File: config.mk
export PLATFORM = sky130hd
export DESIGN_NAME = minimac_tx
export DESIGN_NICKNAME = d
export VERILOG_FILES = /design/src/source/minimac_tx.sv
export SDC_FILE = /design/constraint.sdc
export NUM_CORES = 1
export LEC_CHECK = 0
export BUFFER_PORTS_ARGS = -buffer_cell sky130_fd_sc_hd__buf_2
export CORE_MARGIN = 3
export CORE_UTILIZATION = 43
export DETAILED_ROUTE_END_ITERATION = 12
export PLACE_DENSITY = 0.84
export SYNTH_ARGS = -nofsm -noshare
export SYNTH_HDL_FRONTEND = slang
export SYNTH_SLANG_ARGS = --single-unit
File: constraint.sdc
create_clock -name sys_clk -period 4.85 [get_ports sys_clk]
set_input_delay 0.97 -clock sys_clk [delete_from_list [all_inputs] [get_ports sys_clk]]
set_output_delay 0.97 -clock sys_clk [all_outputs]
set_load 0.05 [all_outputs]
File: src/source/minimac_tx.sv
/*
 * Transmit path. Fetches the word at the current TX pointer from the
 * buffer and hands its bytes out one lane at a time on the byte stream.
 * The control block advances the lane and the pointer on each transfer.
 */
`default_nettype none

module minimac_tx (
	input  logic        sys_clk,
	input  logic        sys_rst,

	input  logic        tx_valid,
	input  logic [29:0] tx_adr,
	input  logic [1:0]  tx_bytecount,
	output logic        tx_next,

	output logic        dma_rd,
	output logic [29:0] dma_ra,
	input  logic        dma_rd_grant,
	input  logic [31:0] dma_rdata,

	output logic [7:0]  tx_byte,
	output logic        tx_byte_valid,
	input  logic        tx_byte_ready
);

	typedef enum logic [1:0] {
		st_empty, // No word held, ask the buffer for one
		st_wait,  // Read granted, data comes back this cycle
		st_hold   // Word held, lanes go out
	} tx_state_t;

	tx_state_t   state;
	logic [31:0] word;

	assign dma_rd = (state == st_empty) && tx_valid; // Retried every cycle until granted
	assign dma_ra = tx_adr;

	// Gated by tx_valid so nothing goes out past the end of the frame
	assign tx_byte_valid = (state == st_hold) && tx_valid;
	assign tx_byte       = word[8*tx_bytecount +: 8];
	assign tx_next       = tx_byte_valid & tx_byte_ready;

	always_ff @(posedge sys_clk) begin
		if (sys_rst) begin
			state <= st_empty;
		end else begin
			case (state)
				st_empty: if (dma_rd_grant) state <= st_wait;
				st_wait:  state <= st_hold;
				st_hold: begin
					if (!tx_valid || (tx_next && tx_bytecount == 2'd3))
						state <= st_empty;
				end
				default: state <= st_empty;
			endcase
		end
	end

	always_ff @(posedge sys_clk) begin
		if (state == st_wait)
			word <= dma_rdata;
	end

endmodule

`default_nettype wire

; After elaboration in Yosys (flattened, before gate mapping)
; Index checks and enable logic that the tools add are counted.
; Widths: inputs -> output; s select.
[classes]
n_eq_ne = 5
shift = 1
mux = 3
bitwise_logic = 1
reduce_logical = 7
[op_table]
columns = cell, count
row1 = $shiftx 32x6->8, 1
row2 = $pmux 2 s3, 1
row3 = $eq 2x2->1 const B, 2
row4 = $mux 2, 2
row5 = $logic_and 1x1->1, 3
row6 = $eq 2x1->1 const B, 1
row7 = $logic_not 2->1, 1
row8 = $ne 2x1->1 const B, 1
row9 = $ne 2x2->1 const B, 1
row10 = $reduce_and 2->1, 1
row11 = $and 1x1->1, 1
row12 = $logic_not 1->1, 1
row13 = $logic_or 1x1->1, 1
[totals]
register_bits = 34
in_bits = 69
word_cells = 19

; Longest topological paths before layout
[depth]
ltp_word = 7
ltp_mapped = 3
ltp_nobuf = 2

; Worst setup path after synthesis
; OpenSTA, ideal clock, no wires.
[synth_path]
path_kind = input -> output
startpoint = in tx_valid
endpoint = out dma_rd
t_arrival_ns = 2.116
required_time_ns = 3.880
setup_slack_ns = 1.764
path_stages = 1
cell_sequence = nor3b_1
[synth_between]
elab_chain_cells = 1
[synth_rtl]
columns = item, line_no
row1 = start: declaration, 12  ; input logic tx_valid,
row2 = $logic_and 1x1->1, 36  ; assign dma_rd = (state == st_empty) && tx_valid;
row3 = end: declaration, 17  ; output logic dma_rd,
; No other way between the ends.

; Worst setup path after layout
[layout_path]
startpoint = in tx_bytecount[0]
endpoint = out tx_byte[5]
[layout_between]
elab_chain_cells = 1
[layout_rtl]
columns = item, line_no
row1 = start: declaration, 14  ; input logic [1:0] tx_bytecount,
row2 = $shiftx 32x6->8, 41  ; assign tx_byte = word[8*tx_bytecount +: 8];
row3 = end: declaration, 22  ; output logic [7:0] tx_byte,
; No other way between the ends.

==> impl_metrics.json <==
{
  "clkLatencyLatePin_ps": 320,
  "clk_pin_slew_worst_paths_ps": 90,
  "cts_tree": "yes",
  "post-dp-hpwl_mm": 1.986,
  "critPathMaxFanout": 9,
  "routedWlPerCell_um": 17.10,
  "ys_ff_latch": 34,
  "holdPathStages": 1,
  "grt_setup_unrepaired": "false",
  "crit_slowest_cell": "mux4_2",
  "clockRootBuffer": "clkbuf_4",
  "ant_nets": 0,
  "diodes": 0,
  "cts_setup_buffers": 0,
  "vdd_drop_max_v": 0.0002025,
  "initial_utilization_pct": 46.81,
  "core_mm2": 0.003178,
  "routabilityCongestion": 0.6709,
  "layout.nets": 177,
  "reg2reg_slack_ps": 3580,
  "first_iter_violations": 37,
  "final_cell_area_mm2": 0.001604,
  "routed_wirelength_mm": 2.599,
  "grt_usage_pct": 14.09,
  "p_leak_uw": 0.0006245,
  "via_per_inst": 5.092,
  "holdBufCountCts": 0,
  "clkSinkCount": 34,
  "outcome": "finished, final reports clean",
  "hold_path.class": "flop to flop",
  "r2r-start": "state[0]",
  "min_from": "state[0]",
  "crit_top_cell": "buf_2",
  "cap_viol_max_count": 0,
  "drt-pass1-iter-count": 4,
  "dieHeight_um": 64.82,
  "cts.htree.levels": 2,
  "seq_area_mm2": 0.001001,
  "endpoint_kind": "output pin",
  "antenna_found_initial": 0,
  "drive_gt1_share_pct": 61.11,
  "whs_ps": 527.5,
  "cp_data_required_time_ps": 3880,
  "final_util_pct": 50.47,
  "clock_path_buffers": 2,
  "ys_warn_count": 0,
  "netlist_instances": 83,
  "hold_violations": 0,
  "grt-ovfl-total": 0,
  "multi_input_area_um2": 244.0,
  "synth_cell_types": 15,
  "min_period_ps": 2993,
  "drc": 0,
  "grt_pass1_wl_mm": 4.181,
  "synthesis.area_mm2": 0.001488,
  "min_to": "state[0]",
  "final.period_utilization_pct": 61.72,
  "cts_buffers": 5,
  "dr_total_vias": 774,
  "cellPowerDensity_mw_per_mm2": 344.1,
  "final.fill_count": 275,
  "setup_viol_count_final": 0,
  "area_growth_pct": 7.822,
  "finClkSkew_ps": 9.423,
  "rows": 20,
  "worst_pin_slew_ps": 404.5,
  "reg2reg_to": "word[19]",
  "dpl_cell_area_mm2": 0.001556,
  "grt_pass1_vias": 831,
  "max_stage_delay_ps": 550,
  "io_pins": 110,
  "grt_max_degree": 34,
  "portBuffers": 49,
  "path_class": "primary input to output pin",
  "rr_worst_depth": 2,
  "start_kind": "primary input",
  "final.setup.tns_ps": 0,
  "final_cell_mix": "49 x buf_2, 32 x edfxtp_1, 8 x mux4_2",
  "die_x_um": 64.82,
  "ys_seq_area_share_pct": 67.28,
  "syn_area_per_cell_um2": 17.92,
  "fmax_mhz": 334.1,
  "slew_headroom_pct": 73.03,
  "arrival_ps": 2020,
  "maxSlewViolCount": 0,
  "fp.dieArea_mm2": 0.004202,
  "synthesis.nets": 152,
  "final_common_cell": "buf_2",
  "cts_resized": 0,
  "worstPathCellList": "buf_2 > mux4_2 > buf_2"
}
sequential cells by signal, indices dropped and copies added (netlist names):
| register | cells |
|---|---|
| state | 2 |
| word | 32 |
critical path: cells and delay by family:
family                 cells  cell delay (ps)
buffers and inverters      2              500
multiplexers               1              550
synthesized netlist by cell type:
cell      number  area [µm²]
dfxtp_1        2       40.04
mux4_2         8       180.2
buf_6          1       11.26
nand3_1        1       5.000
a22o_1         1       8.760
nor4b_1        1       8.760
and2_1         1       6.260
nor4bb_1       1       10.01
edfxtp_1      32       960.9
buf_4         30       225.2
nor2b_1        1       6.260
buf_2          1       5.000
and3b_1        1       8.760
nor3b_1        1       7.510
inv_1          1       3.750
cell type report:
type / count / share of cell area, %
Inverter: 1 / 0.2340
Sequential cell: 34 / 62.40
Clock buffer: 5 / 2.340
Clock inverter: 2 / 0.6240
Tap cell: 44 / 3.432
Timing Repair Buffer: 50 / 15.76
Multi-Input combinational cell: 16 / 15.21
worst max-delay path by stage:
stage                     from         end
2_1_floorplan         tx_valid      dma_rd
3_3_place_gp   tx_bytecount[0]  tx_byte[3]
3_5_place_dp   tx_bytecount[0]  tx_byte[5]
4_1_cts        tx_bytecount[0]  tx_byte[5]
5_1_grt        tx_bytecount[0]  tx_byte[3]
6_report       tx_bytecount[0]  tx_byte[5]
logic make-up (layout without fill, tap and decap cells):
group	count (synthesis)	count (layout)	share of synthesized area, %
AO/OA/AOI/OAI	1	1	0.5888
multiplexers	8	8	12.11
flip-flops	34	34	67.28
buffers and inverters	33	58	16.48
AND/OR/NAND/NOR	7	7	3.533
per-stage QoR:
stage / setup WS [ps] / cells / total power (µW)
after CTS: 1828 / 152 / 558.4
final: 1857 / 152 / 552.0
after detailed placement: 1829 / 145 / 423.6
after global placement: 1845 / 145 / 419.5
after floorplan: 1764 / 83 / 463.0
after global routing: 1778 / 152 / 581.3
power by group:
| group | switching, µW | internal [µW] | total (µW) |
|---|---|---|---|
| sequential | 4.24 | 337 | 341 |
| clock | 84.6 | 52.0 | 137 |
| combinational | 46.5 | 27.6 | 74.1 |
| total | 135 | 417 | 552 |
layer usage:
metal  track usage [%]  up-vias  wire (µm)
li1                  -      331          -
met1             12.84      373        821
met2             23.88       49       1399
met3             5.199       21        233
met4             12.93        0        144
met5                 0        -          0
Note: power is estimated with default switching activity, not from simulation.
