[src/source/minimac_pkg.sv]
/*
 * Shared constants for the MAC frame-buffer subsystem.
 * Holds the CSR map, slot encodings and buffer sizes.
 * Every block refers to these by scoped name.
 */
`default_nettype none

package minimac_pkg;

	// Bank select compared against csr_a[13:10]
	localparam logic [3:0] CSR_BANK = 4'h0;

	// Register indices within the bank, taken from csr_a[4:0]
	localparam logic [4:0] REG_CTRL     = 5'd0;
	localparam logic [4:0] REG_MAC_HI   = 5'd1;
	localparam logic [4:0] REG_MAC_LO   = 5'd2;
	localparam logic [4:0] REG_MDIO     = 5'd3;
	localparam logic [4:0] REG_TX_ADR   = 5'd16;
	localparam logic [4:0] REG_TX_COUNT = 5'd17;

	/* Each slot has three registers: state, then address, then count */
	localparam int REG_SLOT_BASE = 4;
	localparam int SLOT_STRIDE   = 3;
	localparam int NUM_SLOTS     = 4;

	localparam logic [1:0] SLOT_FREE   = 2'd0; // Not in use
	localparam logic [1:0] SLOT_LOADED = 2'd1; // Host gave it a buffer
	localparam logic [1:0] SLOT_DONE   = 2'd2; // A frame has landed

	localparam logic [47:0] DEFAULT_MACADDR = 48'h02_00_00_ab_cd_ef; // Locally administered

	// 1024 words of 32 bits
	localparam int BUF_AW = 10;

	localparam int COUNT_W = 11; // Enough for a full-size frame
	typedef logic [COUNT_W-1:0] count_t;

endpackage

`default_nettype wire

[src/source/minimac_rx.sv]
/*
 * Receive path. Takes the incoming byte stream, packs bytes little-endian
 * into words and writes each finished word into the selected slot.
 * The frame's last byte flushes a partial word and closes the slot.
 */
`default_nettype none

module minimac_rx (
	input  logic        sys_clk,
	input  logic        sys_rst,

	input  logic [7:0]  rx_byte,
	input  logic        rx_byte_valid,
	input  logic        rx_byte_last,
	output logic        rx_byte_ready,

	input  logic        rx_valid,
	input  logic [29:0] rx_adr,
	output logic        rx_incrcount,
	output logic        rx_endframe,

	output logic        dma_wr,
	output logic [29:0] dma_wa,
	output logic [31:0] dma_wd
);

	minimac_pkg::count_t byte_idx; // Position of the next byte in the frame
	logic [1:0]          lane;
	logic [3:0]          lane_en;
	logic [31:0]         asm_word;
	logic                accept;

	assign lane    = byte_idx[1:0];
	assign lane_en = 4'b0001 << lane;

	// Stall for one cycle while a word goes out, and whenever no slot is free
	assign rx_byte_ready = rx_valid & ~dma_wr;
	assign accept        = rx_byte_valid & rx_byte_ready;
	assign rx_incrcount  = accept;
	assign dma_wd        = asm_word; // Stable while dma_wr is high since no byte is taken

	always_ff @(posedge sys_clk) begin
		if (sys_rst) begin
			byte_idx    <= '0;
			dma_wr      <= 1'b0;
			rx_endframe <= 1'b0;
		end else begin
			dma_wr      <= accept & (lane == 2'd3 || rx_byte_last);
			rx_endframe <= accept & rx_byte_last;
			if (accept)
				byte_idx <= rx_byte_last ? '0 : byte_idx + minimac_pkg::count_t'(1);
		end
	end

	/* Assembly register. A byte in lane 0 starts a fresh word, so
	 * lanes past the last byte of a short final word read as zero */
	always_ff @(posedge sys_clk) begin
		if (accept) begin
			for (int j = 0; j < 4; j++) begin
				if (lane_en[j])
					asm_word[8*j +: 8] <= rx_byte;
				else if (lane == 2'd0)
					asm_word[8*j +: 8] <= 8'd0;
			end
			dma_wa <= rx_adr + 30'(byte_idx[minimac_pkg::COUNT_W-1:2]);
		end
	end

endmodule

`default_nettype wire

[config.mk]
export PLATFORM = sky130hd
export DESIGN_NAME = minimac_rx
export DESIGN_NICKNAME = d
export VERILOG_FILES = /design/src/source/minimac_pkg.sv /design/src/source/minimac_rx.sv
export SDC_FILE = /design/constraint.sdc
export NUM_CORES = 1
export LEC_CHECK = 0
export ABC_AREA = 0
export BUFFER_PORTS_ARGS = -buffer_cell sky130_fd_sc_hd__buf_2
export CORE_MARGIN = 10
export CORE_UTILIZATION = 51
export DETAILED_ROUTE_END_ITERATION = 8
export HOLD_SLACK_MARGIN = 0.05
export PLACE_DENSITY = 0.83
export SYNTH_ARGS = -nofsm -noshare
export SYNTH_HDL_FRONTEND = slang
export SYNTH_SLANG_ARGS = --single-unit
[constraint.sdc]
create_clock -name sys_clk -period 2.7 [get_ports sys_clk]
set_input_delay 0.27 -clock sys_clk [delete_from_list [all_inputs] [get_ports sys_clk]]
set_output_delay 0.27 -clock sys_clk [all_outputs]
set_load 0.02 [all_outputs]
; Word-level counts from Yosys, hierarchy flattened
; Index checks and enable logic that the tools add are counted.
[classes]
n_mux = 6
bitwise_logic = 5
n_eq_ne = 1
reduce_logical = 10
addsub = 2
shift = 1
[ops]
columns = cell, count
row1 = 8-bit two-way mux, 5
row2 = 30-bit by 9-bit adder with 30-bit output, 1
row3 = 11-bit by 1-bit adder with 11-bit output (second input constant), 1
row4 = 11-bit two-way mux, 1
row5 = 2-bit AND reduction, 4
row6 = 2-bit nonzero test, 4
row7 = 1-bit bitwise AND, 4
row8 = 1-bit by 2-bit left shift with 4-bit output (first input constant), 1
row9 = 2-bit == test (second input constant), 1
row10 = 2-bit logical NOT, 1
row11 = 1-bit logical OR, 1
row12 = 1-bit inverter, 1
[word_totals]
reg_bits = 75
out_inout_bits = 66
input_bits = 43

; Logic depth before layout (Yosys ltp)
[logic_depth]
depth_word = 4
depth_mapped = 9
ltp_nobuf = 8

; Least setup slack after synthesis
; Ideal clock, no wire load.
[synth_path]
path_type = register -> register
startpoint = register byte_idx[2]
endpoint = register dma_wa[22] (data pin)
n_path_buf = 1
path_stages_with_launch = 10
arrival_time_ns = 1.996
path_slack_ns = 0.446
required_ns = 2.441
period_less_slack_ns = 2.254
cell_sequence = dfxtp_1 -> ha_1 -> inv_1 -> fa_1 -> nor2b_1 -> o2111ai_1 -> a31oi_1 -> buf_2 -> o211ai_1 -> xnor2_1
[synth_between]
elab_chain_cells = 1
[synth_lines]
columns = element, line_no
row1 = from (decl), minimac_rx.sv:27  ; minimac_pkg::count_t byte_idx;
row2 = from (signal assigned), minimac_rx.sv:51  ; byte_idx <= rx_byte_last ? '0 : byte_idx + minimac_pkg::count_t'(1);
row3 = 30-bit by 9-bit adder with 30-bit output, minimac_rx.sv:65  ; dma_wa <= rx_adr + 30'(byte_idx[minimac_pkg::COUNT_W-1:2]);
row4 = to (signal assigned), minimac_rx.sv:65
row5 = to (decl), minimac_rx.sv:23  ; output logic [29:0] dma_wa,
; Every way passes these cells.
; A chain may end at the register's enable or synchronous reset.

; Final worst setup path
[layout_path]
startpoint = register byte_idx[2]
endpoint = register dma_wa[26] (data pin)
; The elaborated chain is that of the path after synthesis.

==> results.toml <==
[outcome]
status = "complete, no violations"

[cts]
cts.reportedPaths.clkPinSlew_ps = 80
clock_sinks = 75
hold_buffers = 0
ctsResizeCount = 0
root_buffer = "clkbuf_8"
worst_skew_pair.late_latency_ps = 340
cts.htree.levels = 3
clock_tree_from_tritoncts = "yes"
cts_inserted_buffers = 9
maximum_count_of_clock_buffers_along_a_single_path = 2
post-cts-setup-buffer-count = 0

[synth]
synth_register_bits = 75
syn_inst = 288
synthesis.yosys.warnings = 0
synth.net_count = 345
postSynthAreaPerCell_um2 = 12.3
synth.area.top_cells = "edfxtp_1 52%, dfxtp_1 7.3%, and2_1 6.2%"
synth_area_um2 = 3560
yosysTopAreaCellShare = 0.524
synth_area_leader_cell = "edfxtp_1"
synth_seq_area_share = 0.597
dominantRegCellSynth = "edfxtp_1"
async_flop_share = 0
number_of_enable_type_register_cells_in_the_synthesized_netlist = 62
synthDistinctLibCells = 40

[die]
die_height_um = 104
pin_count = 109
core-area_um2 = 6790
rows = 30
floorplan.initialDensity = 0.523
floorplan.die.width_um = 104
die-area_um2 = 10700

[placement]
detailedPlacementHpwl_mm = 6.36
detailedPlace.worstSlack_ps = 321
place.gp.congestion = 0.832
post-place-cells = 490
port_buffers = 108

[drt]
post-route-drc-count = 0
drt_first_pass_iters = 5
detail_route.vias_per_cell = 4.98
detail-route-antenna-nets = 0
first_iter_violations = 74
average_wire_per_cell_in_the_routed_design_um = 15.7
routed-via-count = 2522
drt_wl_total_mm = 7.96

[final_layout]
finish.utilization = 0.647
nFillCells = 514
layout.nets = 462
areaGrowthSynthToFinish_pct = 23.6
final_cells = 506
antennaDiodeCount = 0
drive_gt1_frac = 0.334

[setup_path]
reg2reg_slack_ps = 310
worst_r2r_startpoint = "byte_idx[2]"
timing.reg2reg.worst_path_depth = 9
worstSetupStartpointType = "register"
worst_setup_path_end_kind = "register"
crit_path_end = "dma_wa[26]"
timing_worst_setup_path_type = "reg -> reg"
critPathRequiredTime_ps = 2790
reg2reg_end = "dma_wa[26]"
worstPathMaxFanout = 12
worst-endpoint-arrival_ps = 2480
startpoint = "byte_idx[2]"

[global_routing]
antenna_found_initial = 0
maximum_number_of_pins_on_one_net_before_global_route_repair = 18
globalRouteMet3Util = 0.0483
global_route.peak_usage_layer = "met2"
number_of_global_route_vias_before_repair = 2679
globalRouteOverflowTotal = 0
groute.usage.overall = 0.149
global_route_wire_length_before_repair_mm = 13.1
met2_usage = 0.255
global_route_track_usage_on_met1 = 0.164

[power_and_ir_drop]
power_density_nw_per_um2 = 531
pwr-share-clk = 0.328
power.sequential.fraction = 0.563
internal_power_mw = 1.73
peakVddDrop_mv = 0.232
power.combinational.fraction = 0.109
power_switching_mw = 0.605
power.static_leakage_nw = 1.82
switching_share = 0.259

[timing]
final-hold-violation-count = 0
final.setup_skew_ps = 7.93
achievable-frequency_mhz = 418
post-route-period-util = 0.886
minimum_clock_period_ps = 2390
final_max_slew_viol_count = 0
layout_setup_ws_ps = 307
timing.max_slew.rel_slack = 0.514
fin_tns_setup_ps = 0
setup_violations = 0
tightest_slew_ps = 727
worst_hold_slack_ps = 116
setup_repair_after_global_routing_missed_its_margin = "false"

[job]
total_of_max_cap_violations = 0

[hold_path]
hold_class = "in -> reg"
[worst min path at each step]
stage / start / end / depth (start not counted)
after CTS: sys_rst / dma_wr / 2
after detailed placement: sys_rst / dma_wr / 2
after global routing: sys_rst / dma_wr / 2
final: sys_rst / rx_endframe / 2
after global placement: sys_rst / rx_endframe / 2
after floorplan: sys_rst / rx_endframe / 1
[worst max-delay path: stages (launching register included)]
cell and delay [ps]:
dfxtp_1 430, ha_1 230, inv_1 60, fa_1 410, nor2b_1 180, o2111ai_1 150
a31oi_1 190, buf_4 200, o211ai_1 130, xnor2_1 160
[through the flow]
stage                     cell area (um2)  total power [mW]
final                                4400              2.34
after global routing                 4400              2.43
after CTS                            4400              2.35
after detailed placement             4220              1.60
after global placement               4220              1.59
after floorplan                      3560              1.48
[logic make-up (layout without fill, tap and decap cells)]
| logic type | Yosys count | in the layout | synth area share |
|---|---|---|---|
| compound gates | 36 | 36 | 0.0686 |
| flops | 75 | 75 | 0.597 |
| simple gates | 111 | 111 | 0.179 |
| xor+xnor | 34 | 34 | 0.0837 |
| fa+ha+maj | 14 | 14 | 0.0514 |
| buf+inv | 18 | 140 | 0.0204 |
[sequential cells by signal, indices dropped and copies added (netlist names)]
name,cells
byte_idx,11
dma_wa,30
dma_wd,32
dma_wr,1
rx_endframe,1
[layout make-up]
class                           count  area [um2]  share of cell area
Multi-Input combinational cell    195        1360               0.310
Clock inverter                      7        52.6              0.0120
Tap cell                           96         120              0.0273
Clock buffer                        9         124              0.0282
Inverter                           12        45.0              0.0102
Sequential cell                    75        2120               0.483
Timing Repair Buffer              112         571               0.130
[routing by layer]
metal,vias up,wire length (um),part of all wire
met5,-,0,0
met4,0,95,0.012
met3,6,524,0.066
met2,76,4000,0.50
met1,1175,3330,0.42
li1,1265,-,-
[cells in the final DEF (no fill, tap or decap), types with 9 or more instances in the layout]
master    instances
edfxtp_1         62
nor2_1           24
dfxtp_1          13
xor2_1           16
buf_2           108
ha_1             13
xnor2_1          18
and2_1           35
clkbuf_8          9
nand3_1           9
nand2_1          16
inv_1            11
[power groups by stage]
stage	Sequential, mW	Combinational [mW]	Clock, mW
floorplan	1.40	0.0864	0
global placement	1.34	0.252	0
detailed placement	1.34	0.258	0
CTS	1.32	0.259	0.780
global route	1.32	0.280	0.833
finish	1.31	0.256	0.766
[cells in the mapped netlist, types with 2 or more instances]
library cell	count
xnor2_1	18
nand2_1	16
xor2_1	16
o2111ai_1	4
o21a_1	4
nand3_1	9
dfxtp_1	13
clkbuf_1	4
nor2b_1	3
and2_1	35
a21oi_1	8
and4_1	2
nand4_1	4
edfxtp_1	62
o211ai_1	6
o21ai_0	6
nor3b_1	2
nor2_1	24
nor3_2	5
inv_1	11
a21o_1	2
and3_1	2
nor3_1	3
ha_1	13
(Power assumes the default switching activity.)
