## config.mk

```make
export PLATFORM = sky130hd
export DESIGN_NAME = minimac_ctlif
export DESIGN_NICKNAME = d
export VERILOG_FILES = /design/src/source/minimac_pkg.sv /design/src/source/minimac_ctlif.sv
export SDC_FILE = /design/constraint.sdc
export NUM_CORES = 1
export LEC_CHECK = 0
export BUFFER_PORTS_ARGS = -buffer_cell sky130_fd_sc_hd__buf_2
export CAP_MARGIN = 20
export CORE_MARGIN = 5
export CORE_UTILIZATION = 25
export CTS_CLUSTER_DIAMETER = 150
export DETAILED_ROUTE_END_ITERATION = 10
export PLACE_DENSITY_LB_ADDON = 0.3
export SETUP_SLACK_MARGIN = 0.02
export SYNTH_ARGS = -nofsm -noshare
export SYNTH_HDL_FRONTEND = slang
export SYNTH_SLANG_ARGS = --single-unit
```

## constraint.sdc

```tcl
create_clock -name sys_clk -period 4 [get_ports sys_clk]
set_clock_uncertainty 0.05 [all_clocks]
set_input_delay 0.6 -clock sys_clk [delete_from_list [all_inputs] [get_ports sys_clk]]
set_output_delay 0.6 -clock sys_clk [all_outputs]
set_load 0.05 [all_outputs]
```

## src/source/minimac_pkg.sv

```systemverilog
/*
 * Shared constants for the MAC frame-buffer subsystem.
 * Holds the CSR map, slot encodings and buffer sizes.
 * Every block refers to these by scoped name.
 */
`default_nettype none

package minimac_pkg;

	// Bank select compared against csr_a[13:10]
	localparam logic [3:0] CSR_BANK = 4'h0;

	// Register indices within the bank, taken from csr_a[4:0]
	localparam logic [4:0] REG_CTRL     = 5'd0;
	localparam logic [4:0] REG_MAC_HI   = 5'd1;
	localparam logic [4:0] REG_MAC_LO   = 5'd2;
	localparam logic [4:0] REG_MDIO     = 5'd3;
	localparam logic [4:0] REG_TX_ADR   = 5'd16;
	localparam logic [4:0] REG_TX_COUNT = 5'd17;

	/* Each slot has three registers: state, then address, then count */
	localparam int REG_SLOT_BASE = 4;
	localparam int SLOT_STRIDE   = 3;
	localparam int NUM_SLOTS     = 4;

	localparam logic [1:0] SLOT_FREE   = 2'd0; // Not in use
	localparam logic [1:0] SLOT_LOADED = 2'd1; // Host gave it a buffer
	localparam logic [1:0] SLOT_DONE   = 2'd2; // A frame has landed

	localparam logic [47:0] DEFAULT_MACADDR = 48'h02_00_00_ab_cd_ef; // Locally administered

	// 1024 words of 32 bits
	localparam int BUF_AW = 10;

	localparam int COUNT_W = 11; // Enough for a full-size frame
	typedef logic [COUNT_W-1:0] count_t;

endpackage

`default_nettype wire

```

## src/source/minimac_ctlif.sv

```systemverilog
/*
 * Control and status register bank of the MAC.
 * Owns the receive slot table, the transmit pointer and byte counter,
 * the MDIO bit-bang bits and both interrupt lines.
 */
`default_nettype none

module minimac_ctlif (
	input  logic        sys_clk,
	input  logic        sys_rst,

	input  logic [13:0] csr_a,
	input  logic        csr_we,
	input  logic [31:0] csr_di,
	output logic [31:0] csr_do,

	output logic        irq_rx,
	output logic        irq_tx,

	output logic        speed10,
	output logic        promisc,
	output logic [47:0] macaddr,

	output logic        mdc,
	output logic        mdio_o,
	output logic        mdio_oe,
	input  logic        mdio_i,

	output logic        rx_valid,
	output logic [29:0] rx_adr,
	input  logic        rx_incrcount,
	input  logic        rx_endframe,

	output logic        tx_valid,
	output logic [29:0] tx_adr,
	output logic [1:0]  tx_bytecount,
	input  logic        tx_next
);

	logic [1:0]          slot_state [minimac_pkg::NUM_SLOTS];
	logic [29:0]         slot_adr   [minimac_pkg::NUM_SLOTS];
	minimac_pkg::count_t slot_count [minimac_pkg::NUM_SLOTS];
	logic [minimac_pkg::NUM_SLOTS-1:0] slot_sel; // One-hot, lowest LOADED slot

	minimac_pkg::count_t tx_remaining;
	logic                tx_valid_r;
	logic                any_done;
	logic                mdio_meta;
	logic                mdio_sync;
	logic                csr_selected;
	logic [4:0]          csr_reg;
	logic [31:0]         rdata;

	// Register index of field f (0 state, 1 address, 2 count) of slot n
	function automatic logic [4:0] slot_reg(input int n, input int f);
		return 5'(minimac_pkg::REG_SLOT_BASE + minimac_pkg::SLOT_STRIDE * n + f);
	endfunction

	assign csr_selected = csr_a[13:10] == minimac_pkg::CSR_BANK;
	assign csr_reg      = csr_a[4:0];
	assign tx_valid     = |tx_remaining;

	// Two flops on the MDIO input since it comes straight off a pin
	always_ff @(posedge sys_clk) begin
		mdio_meta <= mdio_i;
		mdio_sync <= mdio_meta;
	end

	/* Receive goes to the lowest-numbered slot that holds a buffer */
	always_comb begin
		slot_sel = '0;
		rx_valid = 1'b0;
		rx_adr   = '0;
		any_done = 1'b0;
		for (int i = 0; i < minimac_pkg::NUM_SLOTS; i++) begin
			if (slot_state[i] == minimac_pkg::SLOT_LOADED && !rx_valid) begin
				slot_sel[i] = 1'b1;
				rx_valid    = 1'b1;
				rx_adr      = slot_adr[i];
			end
			if (slot_state[i] == minimac_pkg::SLOT_DONE)
				any_done = 1'b1;
		end
	end

	always_comb begin
		rdata = '0;
		case (csr_reg)
			minimac_pkg::REG_CTRL:     rdata = {30'd0, promisc, speed10};
			minimac_pkg::REG_MAC_HI:   rdata = {8'd0, macaddr[47:24]};
			minimac_pkg::REG_MAC_LO:   rdata = {8'd0, macaddr[23:0]};
			minimac_pkg::REG_MDIO:     rdata = {28'd0, mdc, mdio_oe, mdio_sync, mdio_o};
			minimac_pkg::REG_TX_ADR:   rdata = {tx_adr, 2'b00}; // Byte address
			minimac_pkg::REG_TX_COUNT: rdata = 32'(tx_remaining);
			default: ;
		endcase
		for (int i = 0; i < minimac_pkg::NUM_SLOTS; i++) begin
			if (csr_reg == slot_reg(i, 0))
				rdata = {30'd0, slot_state[i]};
			if (csr_reg == slot_reg(i, 1))
				rdata = {slot_adr[i], 2'b00};
			if (csr_reg == slot_reg(i, 2))
				rdata = 32'(slot_count[i]); // Read-only from the host side
		end
	end

	always_ff @(posedge sys_clk) begin
		if (sys_rst)
			csr_do <= '0;
		else
			csr_do <= csr_selected ? rdata : 32'd0; // Other banks read as zero
	end

	always_ff @(posedge sys_clk) begin
		if (sys_rst) begin
			speed10      <= 1'b0;
			promisc      <= 1'b0;
			macaddr      <= minimac_pkg::DEFAULT_MACADDR;
			mdc          <= 1'b0;
			mdio_oe      <= 1'b0;
			mdio_o       <= 1'b0;
			tx_remaining <= '0;
			tx_adr       <= '0;
			tx_bytecount <= '0;
			for (int i = 0; i < minimac_pkg::NUM_SLOTS; i++) begin
				slot_state[i] <= minimac_pkg::SLOT_FREE;
				slot_adr[i]   <= '0;
				slot_count[i] <= '0;
			end
		end else begin
			// Transmitter steps through the frame one byte per transfer
			if (tx_next) begin
				tx_remaining <= tx_remaining - minimac_pkg::count_t'(1);
				tx_bytecount <= tx_bytecount + 2'd1;
				if (tx_bytecount == 2'd3)
					tx_adr <= tx_adr + 30'd1;
			end

			if (csr_selected && csr_we) begin
				case (csr_reg)
					minimac_pkg::REG_CTRL: begin
						promisc <= csr_di[1];
						speed10 <= csr_di[0];
					end
					minimac_pkg::REG_MAC_HI: macaddr[47:24] <= csr_di[23:0];
					minimac_pkg::REG_MAC_LO: macaddr[23:0]  <= csr_di[23:0];
					minimac_pkg::REG_MDIO: begin
						mdc     <= csr_di[3];
						mdio_oe <= csr_di[2];
						mdio_o  <= csr_di[0];
					end
					minimac_pkg::REG_TX_ADR: tx_adr <= csr_di[31:2];
					minimac_pkg::REG_TX_COUNT: begin
						tx_remaining <= csr_di[minimac_pkg::COUNT_W-1:0]; // Starts a transmission
						tx_bytecount <= 2'd0;
					end
					default: ;
				endcase
				for (int i = 0; i < minimac_pkg::NUM_SLOTS; i++) begin
					if (csr_reg == slot_reg(i, 0)) begin
						slot_state[i] <= csr_di[1:0];
						slot_count[i] <= '0;
					end
					if (csr_reg == slot_reg(i, 1))
						slot_adr[i] <= csr_di[31:2];
				end
			end

			/* Receiver updates come last and win over a host write in the same cycle */
			for (int i = 0; i < minimac_pkg::NUM_SLOTS; i++) begin
				if (slot_sel[i] && rx_incrcount)
					slot_count[i] <= slot_count[i] + minimac_pkg::count_t'(1);
				if (slot_sel[i] && rx_endframe)
					slot_state[i] <= minimac_pkg::SLOT_DONE;
			end
		end
	end

	always_ff @(posedge sys_clk) begin
		if (sys_rst) begin
			irq_rx     <= 1'b0;
			irq_tx     <= 1'b0;
			tx_valid_r <= 1'b0;
		end else begin
			irq_rx     <= any_done; // Level, held until the host frees the slot
			tx_valid_r <= tx_valid;
			irq_tx     <= tx_valid_r & ~tx_valid; // One pulse when the count runs out
		end
	end

endmodule

`default_nettype wire

```

Word level (Yosys, flattened, before mapping)
Memory sizes are Yosys's and may differ from the RTL's.
Cells that the tools add are included.
{"block": "word_totals", "reg_bits": 133, "mem_bits_rw": 172, "in_bits": 53, "output_inout_bits": 151, "mem_count": 3}
{"name": "slot_adr", "depth": 4, "width": 30, "rd": 4, "rd_clocked_by_memory_dff": 0, "write_ports": 4, "line": "minimac_ctlif.sv:41", "source": "logic [29:0] slot_adr [minimac_pkg::NUM_SLOTS];"}
{"name": "slot_count", "depth": 4, "width": 11, "rd": 4, "rd_clocked_by_memory_dff": 0, "write_ports": 4, "line": "minimac_ctlif.sv:42", "source": "minimac_pkg::count_t slot_count [minimac_pkg::NUM_SLOTS];"}
{"name": "slot_state", "depth": 4, "width": 2, "rd": 4, "rd_clocked_by_memory_dff": 0, "write_ports": 4, "line": "minimac_ctlif.sv:40", "source": "logic [1:0] slot_state [minimac_pkg::NUM_SLOTS];"}
{"block": "classes", "n_addsub": 7, "n_eq_ne": 26, "mux": 116, "bitwise_logic": 23, "n_reduce_logical": 24}
{"operator": "30-bit two-way mux", "count": 12}
{"operator": "32-bit two-way mux", "count": 11}
{"operator": "32-bit one-hot mux with 6 select lines", "count": 1}
{"operator": "11-bit two-way mux", "count": 12}
{"operator": "1-bit two-way mux", "count": 69}
{"operator": "11-bit by 1-bit adder with 11-bit output (second input constant)", "count": 4}
{"operator": "5-bit by 4-bit == test with 1-bit output (second input constant)", "count": 8}
{"operator": "30-bit by 1-bit adder with 30-bit output (second input constant)", "count": 1}
{"operator": "2-bit two-way mux", "count": 11}
{"operator": "5-bit by 3-bit == test with 1-bit output (second input constant)", "count": 4}
{"operator": "1-bit bitwise OR", "count": 20}
{"operator": "1-bit logical AND", "count": 12}
{"operator": "11-bit OR reduction", "count": 1}
{"operator": "11-bit by 1-bit subtractor with 11-bit output (second input constant)", "count": 1}
{"operator": "2-bit == test (second input constant)", "count": 5}
{"operator": "5-bit by 2-bit == test with 1-bit output (second input constant)", "count": 2}
{"operator": "5-bit == test (second input constant)", "count": 2}
{"operator": "2-bit by 1-bit == test with 1-bit output (second input constant)", "count": 4}
{"operator": "2-bit AND reduction", "count": 4}
{"operator": "5-bit by 1-bit == test with 1-bit output (second input constant)", "count": 1}
{"operator": "5-bit logical NOT", "count": 1}
{"operator": "4-bit logical NOT", "count": 1}
{"operator": "1-bit logical NOT", "count": 3}
{"operator": "3-bit OR reduction", "count": 1}
{"operator": "4 further kinds", "count": 5}

Logic depth before layout (Yosys ltp)
Gate-level depths: netlist (run 1).
An unclocked memory read counts as a cell.
{"block": "depth", "ltp_word": 17, "mapped_depth": 10, "depth_no_buf": 7}

Worst setup path after synthesis (run 1)
OpenSTA, ideal clock, no wires.
{"block": "synth_path", "path_kind": "input -> register", "from": "input csr_a[0]", "to": "memory slot_adr[3][0], enable pin", "setup_time_ns": 0.387, "arrival_time_ns": 2.442, "required_time_ns": 3.563, "setup_slack_ns": 1.121, "stages": 8, "n_path_buf": 4, "cell_sequence": "buf_2 buf_2 nor2_1 and4_1 clkbuf_1 clkbuf_1 nand2_1 nand2_1"}
{"item": "start, declared", "line": "minimac_ctlif.sv:12", "source": "input logic [13:0] csr_a,"}
{"item": "end, declared", "line": "minimac_ctlif.sv:41"}

==> results of run 1 <==
routing by layer:
| metal | part of all wire | GRT usage | routed length, um |
|---|---|---|---|
| met1 | 0.43 | 0.233 | 25800 |
| met2 | 0.45 | 0.273 | 27300 |
| met3 | 0.088 | 0.0439 | 5260 |
| met4 | 0.027 | 0.0541 | 1620 |
| met5 | 0.00022 | 0 | 13 |
cell usage after synthesis, types with 4 or more instances:
| library cell | instances |
|---|---|
| or4_1 | 6 |
| a21oi_1 | 106 |
| dfxtp_1 | 148 |
| o21ai_0 | 65 |
| a211oi_1 | 44 |
| nand3b_1 | 4 |
| a31oi_1 | 5 |
| mux2_2 | 12 |
| ha_1 | 7 |
| nor4_1 | 8 |
| nand3_1 | 66 |
| nand2_1 | 167 |
| a21o_1 | 17 |
| clkbuf_1 | 73 |
| a2bb2oi_1 | 4 |
| a222oi_1 | 55 |
| and3_1 | 18 |
| nor4_2 | 5 |
| edfxtp_1 | 157 |
| nor2_1 | 150 |
| buf_2 | 33 |
| a22oi_1 | 36 |
| nand2b_1 | 12 |
| and2_1 | 132 |
| xnor2_1 | 33 |
| nand4_1 | 15 |
| or2_2 | 5 |
| inv_1 | 20 |
| buf_4 | 4 |
| o32a_1 | 6 |
| xor2_1 | 37 |
| nor3_1 | 28 |
| nor2b_1 | 22 |
| or3_1 | 6 |
| mux2i_1 | 14 |
cell type report:
class	instances	area [um^2]	share of cell area
flip-flops and latches	305	7680	0.414
multi-input cells	1151	7070	0.381
repair buffers	251	1440	0.0778
clock buffers	53	1070	0.0576
well taps	782	978	0.0528
clock inverters	17	220	0.0119
inverters	21	78.8	0.00425
diodes	1	2.50	0.000135
report_power, final:
part	internal [mW]	switching, mW	total [mW]	leakage, nW
sequential	3.39	0.0856	3.48	2.72
clock	2.15	1.45	3.59	0.618
combinational	0.193	0.482	0.675	3.53
metrics by stage:
stage	util	total power [mW]	hold WS (ns)	instances	setup WS, ns
2_1_floorplan	-	3.95	0.260	1595	1.12
3_3_place_gp	0.285	4.20	0.269	2510	0.863
3_5_place_dp	0.285	4.21	0.275	2510	0.846
4_1_cts	0.306	7.83	0.0834	2580	0.224
5_1_grt	0.306	8.01	0.0944	2581	0.124
6_report	0.306	7.75	0.116	2581	0.280
sequential cells by signal (all words and copies together), names as in the netlist:
| register | cells |
|---|---|
| speed10 | 1 |
| slot_state | 8 |
| mdio_oe | 1 |
| promisc | 1 |
| macaddr | 48 |
| slot_adr | 120 |
| tx_bytecount | 2 |
| slot_count | 44 |
| mdio_o | 1 |
| mdio_sync | 1 |
| csr_do | 32 |
| mdc | 1 |
| tx_remaining | 11 |
| mdio_meta | 1 |
| tx_valid_r | 1 |
| irq_rx | 1 |
| irq_tx | 1 |
| tx_adr | 30 |
worst max path at each step:
stage                                  to  slack, ns
final                          rx_adr[17]       0.28
after global routing           rx_adr[17]       0.12
after CTS                      rx_adr[29]       0.22
after detailed placement  tx_remaining[1]       0.85
after global placement    tx_remaining[1]       0.86
after floorplan            slot_adr[3][0]       1.12
cell usage in the layout, fill, tap and decap left out, drive strengths merged, types with 5 or more instances in the layout:
cell type / synthesis / final
nor3: 30 / 30
mux2i: 14 / 14
clkinv: 0 / 6
o21ai: 65 / 65
clkbuf: 76 / 53
a211oi: 44 / 44
xor2: 37 / 37
or4: 6 / 6
nor4: 14 / 14
and2: 132 / 132
a21oi: 106 / 106
o32a: 6 / 6
inv: 21 / 24
a21o: 17 / 17
buf: 42 / 251
or3: 6 / 6
a31oi: 5 / 5
a22oi: 36 / 36
edfxtp: 157 / 157
a222oi: 55 / 55
or2: 7 / 7
nor2b: 22 / 22
dfxtp: 148 / 148
nand3: 67 / 67
nand2b: 13 / 13
nor2: 150 / 150
mux2: 12 / 12
xnor2: 33 / 33
nand2: 168 / 168
nand4: 16 / 16
ha: 7 / 7
and3: 18 / 18
worst reg2reg max path, cell delays in order, from the launching register on:
cell and delay (ns):
dfxtp_1 0.58, nand4_1 0.22, nor4_2 0.87, nand4_1 0.22
xor2_1 0.19, a211oi_1 0.24
kinds of logic (layout without fill, tap and decap cells):
| logic type | count (synthesis) | in the layout | synth area share |
|---|---|---|---|
| simple gates | 672 | 672 | 0.226 |
| compound gates | 376 | 376 | 0.169 |
| flops | 305 | 305 | 0.501 |
| buf+inv | 139 | 342 | 0.0411 |
| xor+xnor | 70 | 70 | 0.0400 |
| mux | 26 | 26 | 0.0179 |
| fa+ha+maj | 7 | 7 | 0.00571 |
| other cells | 0 | 1 | 0 |
==> impl_metrics.yaml, run 1 <==
outcome:
  outcome: "finished clean"
detailed_routing:
  drt_iter0_drc: 1634
  wl_um: 60000
  wire_per_inst_um: 23.2
  final_antenna_net_count: 0
  drc_errors: 0
  drtPass1Iterations: 8
  vias: 13400
  via_per_inst: 5.21
floorplan:
  core-area_mm2: 0.0606
  die_h_um: 258
  die_w_um: 258
  start_util: 0.253
  io_pins: 204
  num_rows: 90
  dieArea_mm2: 0.0664
worst_setup_path:
  cp-end-kind: "output port"
  cp-start-kind: "flip-flop"
  reg2reg_depth: 5
  path_delay_family: "simple AND/OR/NAND/NOR gates"
  regToRegSetupSlack_ns: 1.54
  r2r-start: "tx_adr[17]"
  cp_max_fo: 22
  worstSetupStartpoint: "slot_state[2][1]"
  critical-path-slowest-cell: "and3_1"
  path_class: "flip-flop to output port"
  cp.buffers_inverters: 2
  path_cells: "nor2b_1 -> and3_1 -> buf_12 -> a222oi_1 -> a21oi_1 -> buf_2"
  crit_path_max_incr_delay_ns: 0.69
  critPathArrivalTime_ns: 3.07
  worstPathRequired_ns: 3.35
  critical_path.reg2reg.endpoint: "tx_adr[29]"
  cp.depth: 6
yosys:
  synth_cell_types: 77
  synth_top_area_cell: "edfxtp_1"
  avgSynthCellArea_um2: 9.62
  synth_warnings: 0
  ys_seq_elements: 305
  syn-num-nets: 1655
  syn_inst: 1595
  synth_edf_count: 157
  synthesis.area_mm2: 0.0153
  synthTopCellsByArea: "edfxtp_1, dfxtp_1, and2_1, nand2_1, nor2_1"
  synth-seq-area-share: 0.501
  yosysTopAreaCellShare: 0.307
  synthArstFlopShare: 0
  synthFlopType: "edfxtp_1"
sta:
  slew_violations: 0
  max_slew_margin: 0.264
  tns_ns: 0
  period_share: 0.930
  hold_viol_final: 0
  fin_crit_ns: 3.72
  finalSetupViolations: 0
  rsz0062_at_grt: "no"
  clock.fmax_mhz: 269
  tightest_slew_ns: 1.10
layout:
  fill_cells: 6277
  fin_nets: 1828
  area_delta_synth_final_pct: 20.9
  stdcell_area_mm2: 0.0185
  drive_gt1_frac: 0.198
cts:
  cts.htree.levels: 2
  clkTransAtPathRegs_ns: 0.06
  cts_tree: "built"
  clk_path_buf_depth: 3
  cts_setup_buffers: 0
  hold_buffers: 0
  insertion_delay_ns: 0.57
  cts_inserted_buffers: 38
  clock_sinks: 305
  cts_root_buffer: "clkbuf_16"
  cts_resized: 0
placed_design:
  gp_congestion: 0.902
  post_dp_cell_area_mm2: 0.0172
  port_buffers: 198
  dp_hpwl_um: 41800
grt:
  antenna_found_initial: 4
  grt_overflow_total: 0
  grt_pass1_vias: 13200
  grt_use_total: 0.173
  grt_pass1_wl_um: 87600
  grt_max_degree: 86
power:
  ir_drop_uv: 246
  power_leakage_nw: 6.87
  powerDensity_mw_per_mm2: 418
min_path:
  worstHoldStart: "mdio_i"
  hold_class: "input port to flip-flop"
  hold_end: "mdio_meta"
  whs_path_depth: 1
run:
  max_cap_viol_count: 0
Power figures use the tool's default switching activity.
==> run 2: changes to the inputs <==
==> constraint.sdc (replaced) <==
create_clock -name sys_clk -period 3.1 [get_ports sys_clk]
set_clock_uncertainty 0.05 [all_clocks]
set_input_delay 0.465 -clock sys_clk [delete_from_list [all_inputs] [get_ports sys_clk]]
set_output_delay 0.465 -clock sys_clk [all_outputs]
set_load 0.05 [all_outputs]
==> run 2 against run 1 <==
  * Via count rose by 1.1%
  * Combinational power rose by 35%
  * Sequential power rose by 29%
  * First-iteration DRC count rose by 12%
  * Routed wire length barely moved
  * Register-to-register slack got worse by 0.78 ns
  * Non-clock buffer count rose by 33
  * Largest power group is now sequential cells
  * Flip-flop and latch count did not move
  * Final cell count rose by 1.1%
  * Largest cell class unchanged
  * Sequential share of layout area fell by 0.62 points
==> impl_metrics.yaml, run 2 (synthesized netlist as in run 1, its figures left out) <==
outcome:
  outcome: "finished clean"
placed_design:
  gp_congestion: 0.913
  dp_hpwl_um: 43200
  port_buffers: 198
layout:
  final_cell_mix: "buf_2, nand2_1, edfxtp_1, nor2_1, dfxtp_1"
  diodes: 0
  fill_cells: 6313
  drive_gt1_frac: 0.213
  largest_reg_flops: 120
  layout_commonest_cell: "buf_2"
  reg_top3: "slot_adr (120), macaddr (48), slot_count (44)"
  top_register: "slot_adr"
  area_delta_synth_final_pct: 22.7
  fin_nets: 1859
grt:
  grt_overflow_total: 0
  grt_use_total: 0.173
  grt_pass1_wl_um: 87800
  grt_pass1_vias: 13300
  antenna_found_initial: 4
  grt_max_degree: 61
detailed_routing:
  drc_errors: 0
  via_per_inst: 5.21
  wl_um: 60000
  vias: 13600
  final_antenna_net_count: 0
  wire_per_inst_um: 23.0
  drt_iter0_drc: 1828
  drtPass1Iterations: 9
floorplan:
  start_util: 0.253
  die_w_um: 258
  die_h_um: 258
  core-area_mm2: 0.0606
  io_pins: 204
  num_rows: 90
  dieArea_mm2: 0.0664
sta:
  hold_viol_final: 0
  rsz0062_at_grt: "yes"
  fin_crit_ns: 3.00
  timing.hold.ws_ns: 0.0779
  tightest_slew_ns: 0.931
  slew_violations: 0
  max_slew_margin: 0.371
  finalSetupViolations: 0
  clock.fmax_mhz: 333
  period_share: 0.969
power:
  powerDensity_mw_per_mm2: 517
  finalPower_mw: 9.73
  ir_drop_uv: 305
  power_leakage_nw: 7.01
cts:
  clkTransAtPathRegs_ns: 0.06
  cts_inserted_buffers: 36
  cts.htree.levels: 2
  cts_root_buffer: "clkbuf_16"
  insertion_delay_ns: 0.55
  clk_path_buf_depth: 3
  clock_sinks: 305
  cts_tree: "built"
worst_setup_path:
  cp-start-kind: "flip-flop"
  critPathArrivalTime_ns: 2.49
  path_class: "flip-flop to output port"
  cp_max_fo: 22
  worstPathRequired_ns: 2.58
  cp-end-kind: "output port"
min_path:
  hold_class: "input port to flip-flop"
run:
  max_cap_viol_count: 0
[run 2: changes by cell type in the layout (fill, tap and decap cells not counted), moves of 3 or more]
cell      before  now
a21oi_2        0    3
a21oi_1      106  103
buf_4         50   81
buf_12         4    9
clkbuf_4       0    3
buf_2        197  188
[run 2: per-stage QoR]
stage / setup WS (ns) / setup TNS [ns] / cells / cell area [um^2] / util
3_5_place_dp: 0.257 / 0 / 2542 / 17600 / 0.290
4_1_cts: 0.0261 / 0 / 2609 / 18800 / 0.310
6_report: 0.0950 / 0 / 2609 / 18800 / 0.311
5_1_grt: -0.00536 / -0.00536 / 2609 / 18800 / 0.311
3_3_place_gp: 0.278 / 0 / 2542 / 17600 / 0.290
2_1_floorplan: 0.356 / 0 / 1595 / 15300 / -
[run 2: worst max-delay path, cell delays in order (launching register included)]
cell and delay [ns]:
dfxtp_1 0.46, nand2b_1 0.24, and3_1 0.21, buf_6 0.27
a222oi_1 0.16, a21oi_2 0.29, clkbuf_4 0.30
[run 2: path summary, 6_finish.rpt]
kind | from | slack (ns) | to | cells past startpoint
worst max register to register | slot_state[1][0] | 0.76 | slot_count[3][7] | 5
worst min-delay path | sys_rst | 0.08 | slot_count[2][0] | 2
worst max-delay path | slot_state[0][1] | 0.1 | rx_adr[17] | 6
worst min register to register | mdio_meta | 0.28 | mdio_sync | 0
[run 2: timing repair]
action,in CTS,in global routing
setup endpoints to repair,6,15
hold buffers,1,0
setup buffers,0,0
gates resized for setup,4,11
pin swaps,0,2
cloned,0,0
hold endpoints to repair,1,0
[run 2: where the power goes]
part	internal (mW)	total, mW	leakage, nW	switching [mW]
registers	4.38	4.49	2.72	0.118
clock network	2.57	4.32	0.581	1.75
logic	0.287	0.914	3.71	0.627
[run 2: layout make-up]
| class | instances | area [um^2] | area share |
|---|---|---|---|
| multi-input combinational | 1151 | 7100 | 0.377 |
| sequential | 305 | 7680 | 0.408 |
| timing repair buffer | 284 | 1780 | 0.0948 |
| tap | 782 | 978 | 0.0520 |
| clock buffer | 54 | 1070 | 0.0570 |
| inverter | 21 | 78.8 | 0.00419 |
| clock inverter | 12 | 128 | 0.00678 |
[run 2: metal layers]
layer  vias to the layer above  part of all wire  wire (um)  global-route usage
met4                         4             0.032       1940              0.0614
met3                       116             0.082       4930              0.0363
met1                      6596              0.43      25600               0.233
met5                         -           0.00050         30                   0
met2                       611              0.46      27500               0.275
li1                       6262                 -          -                   -
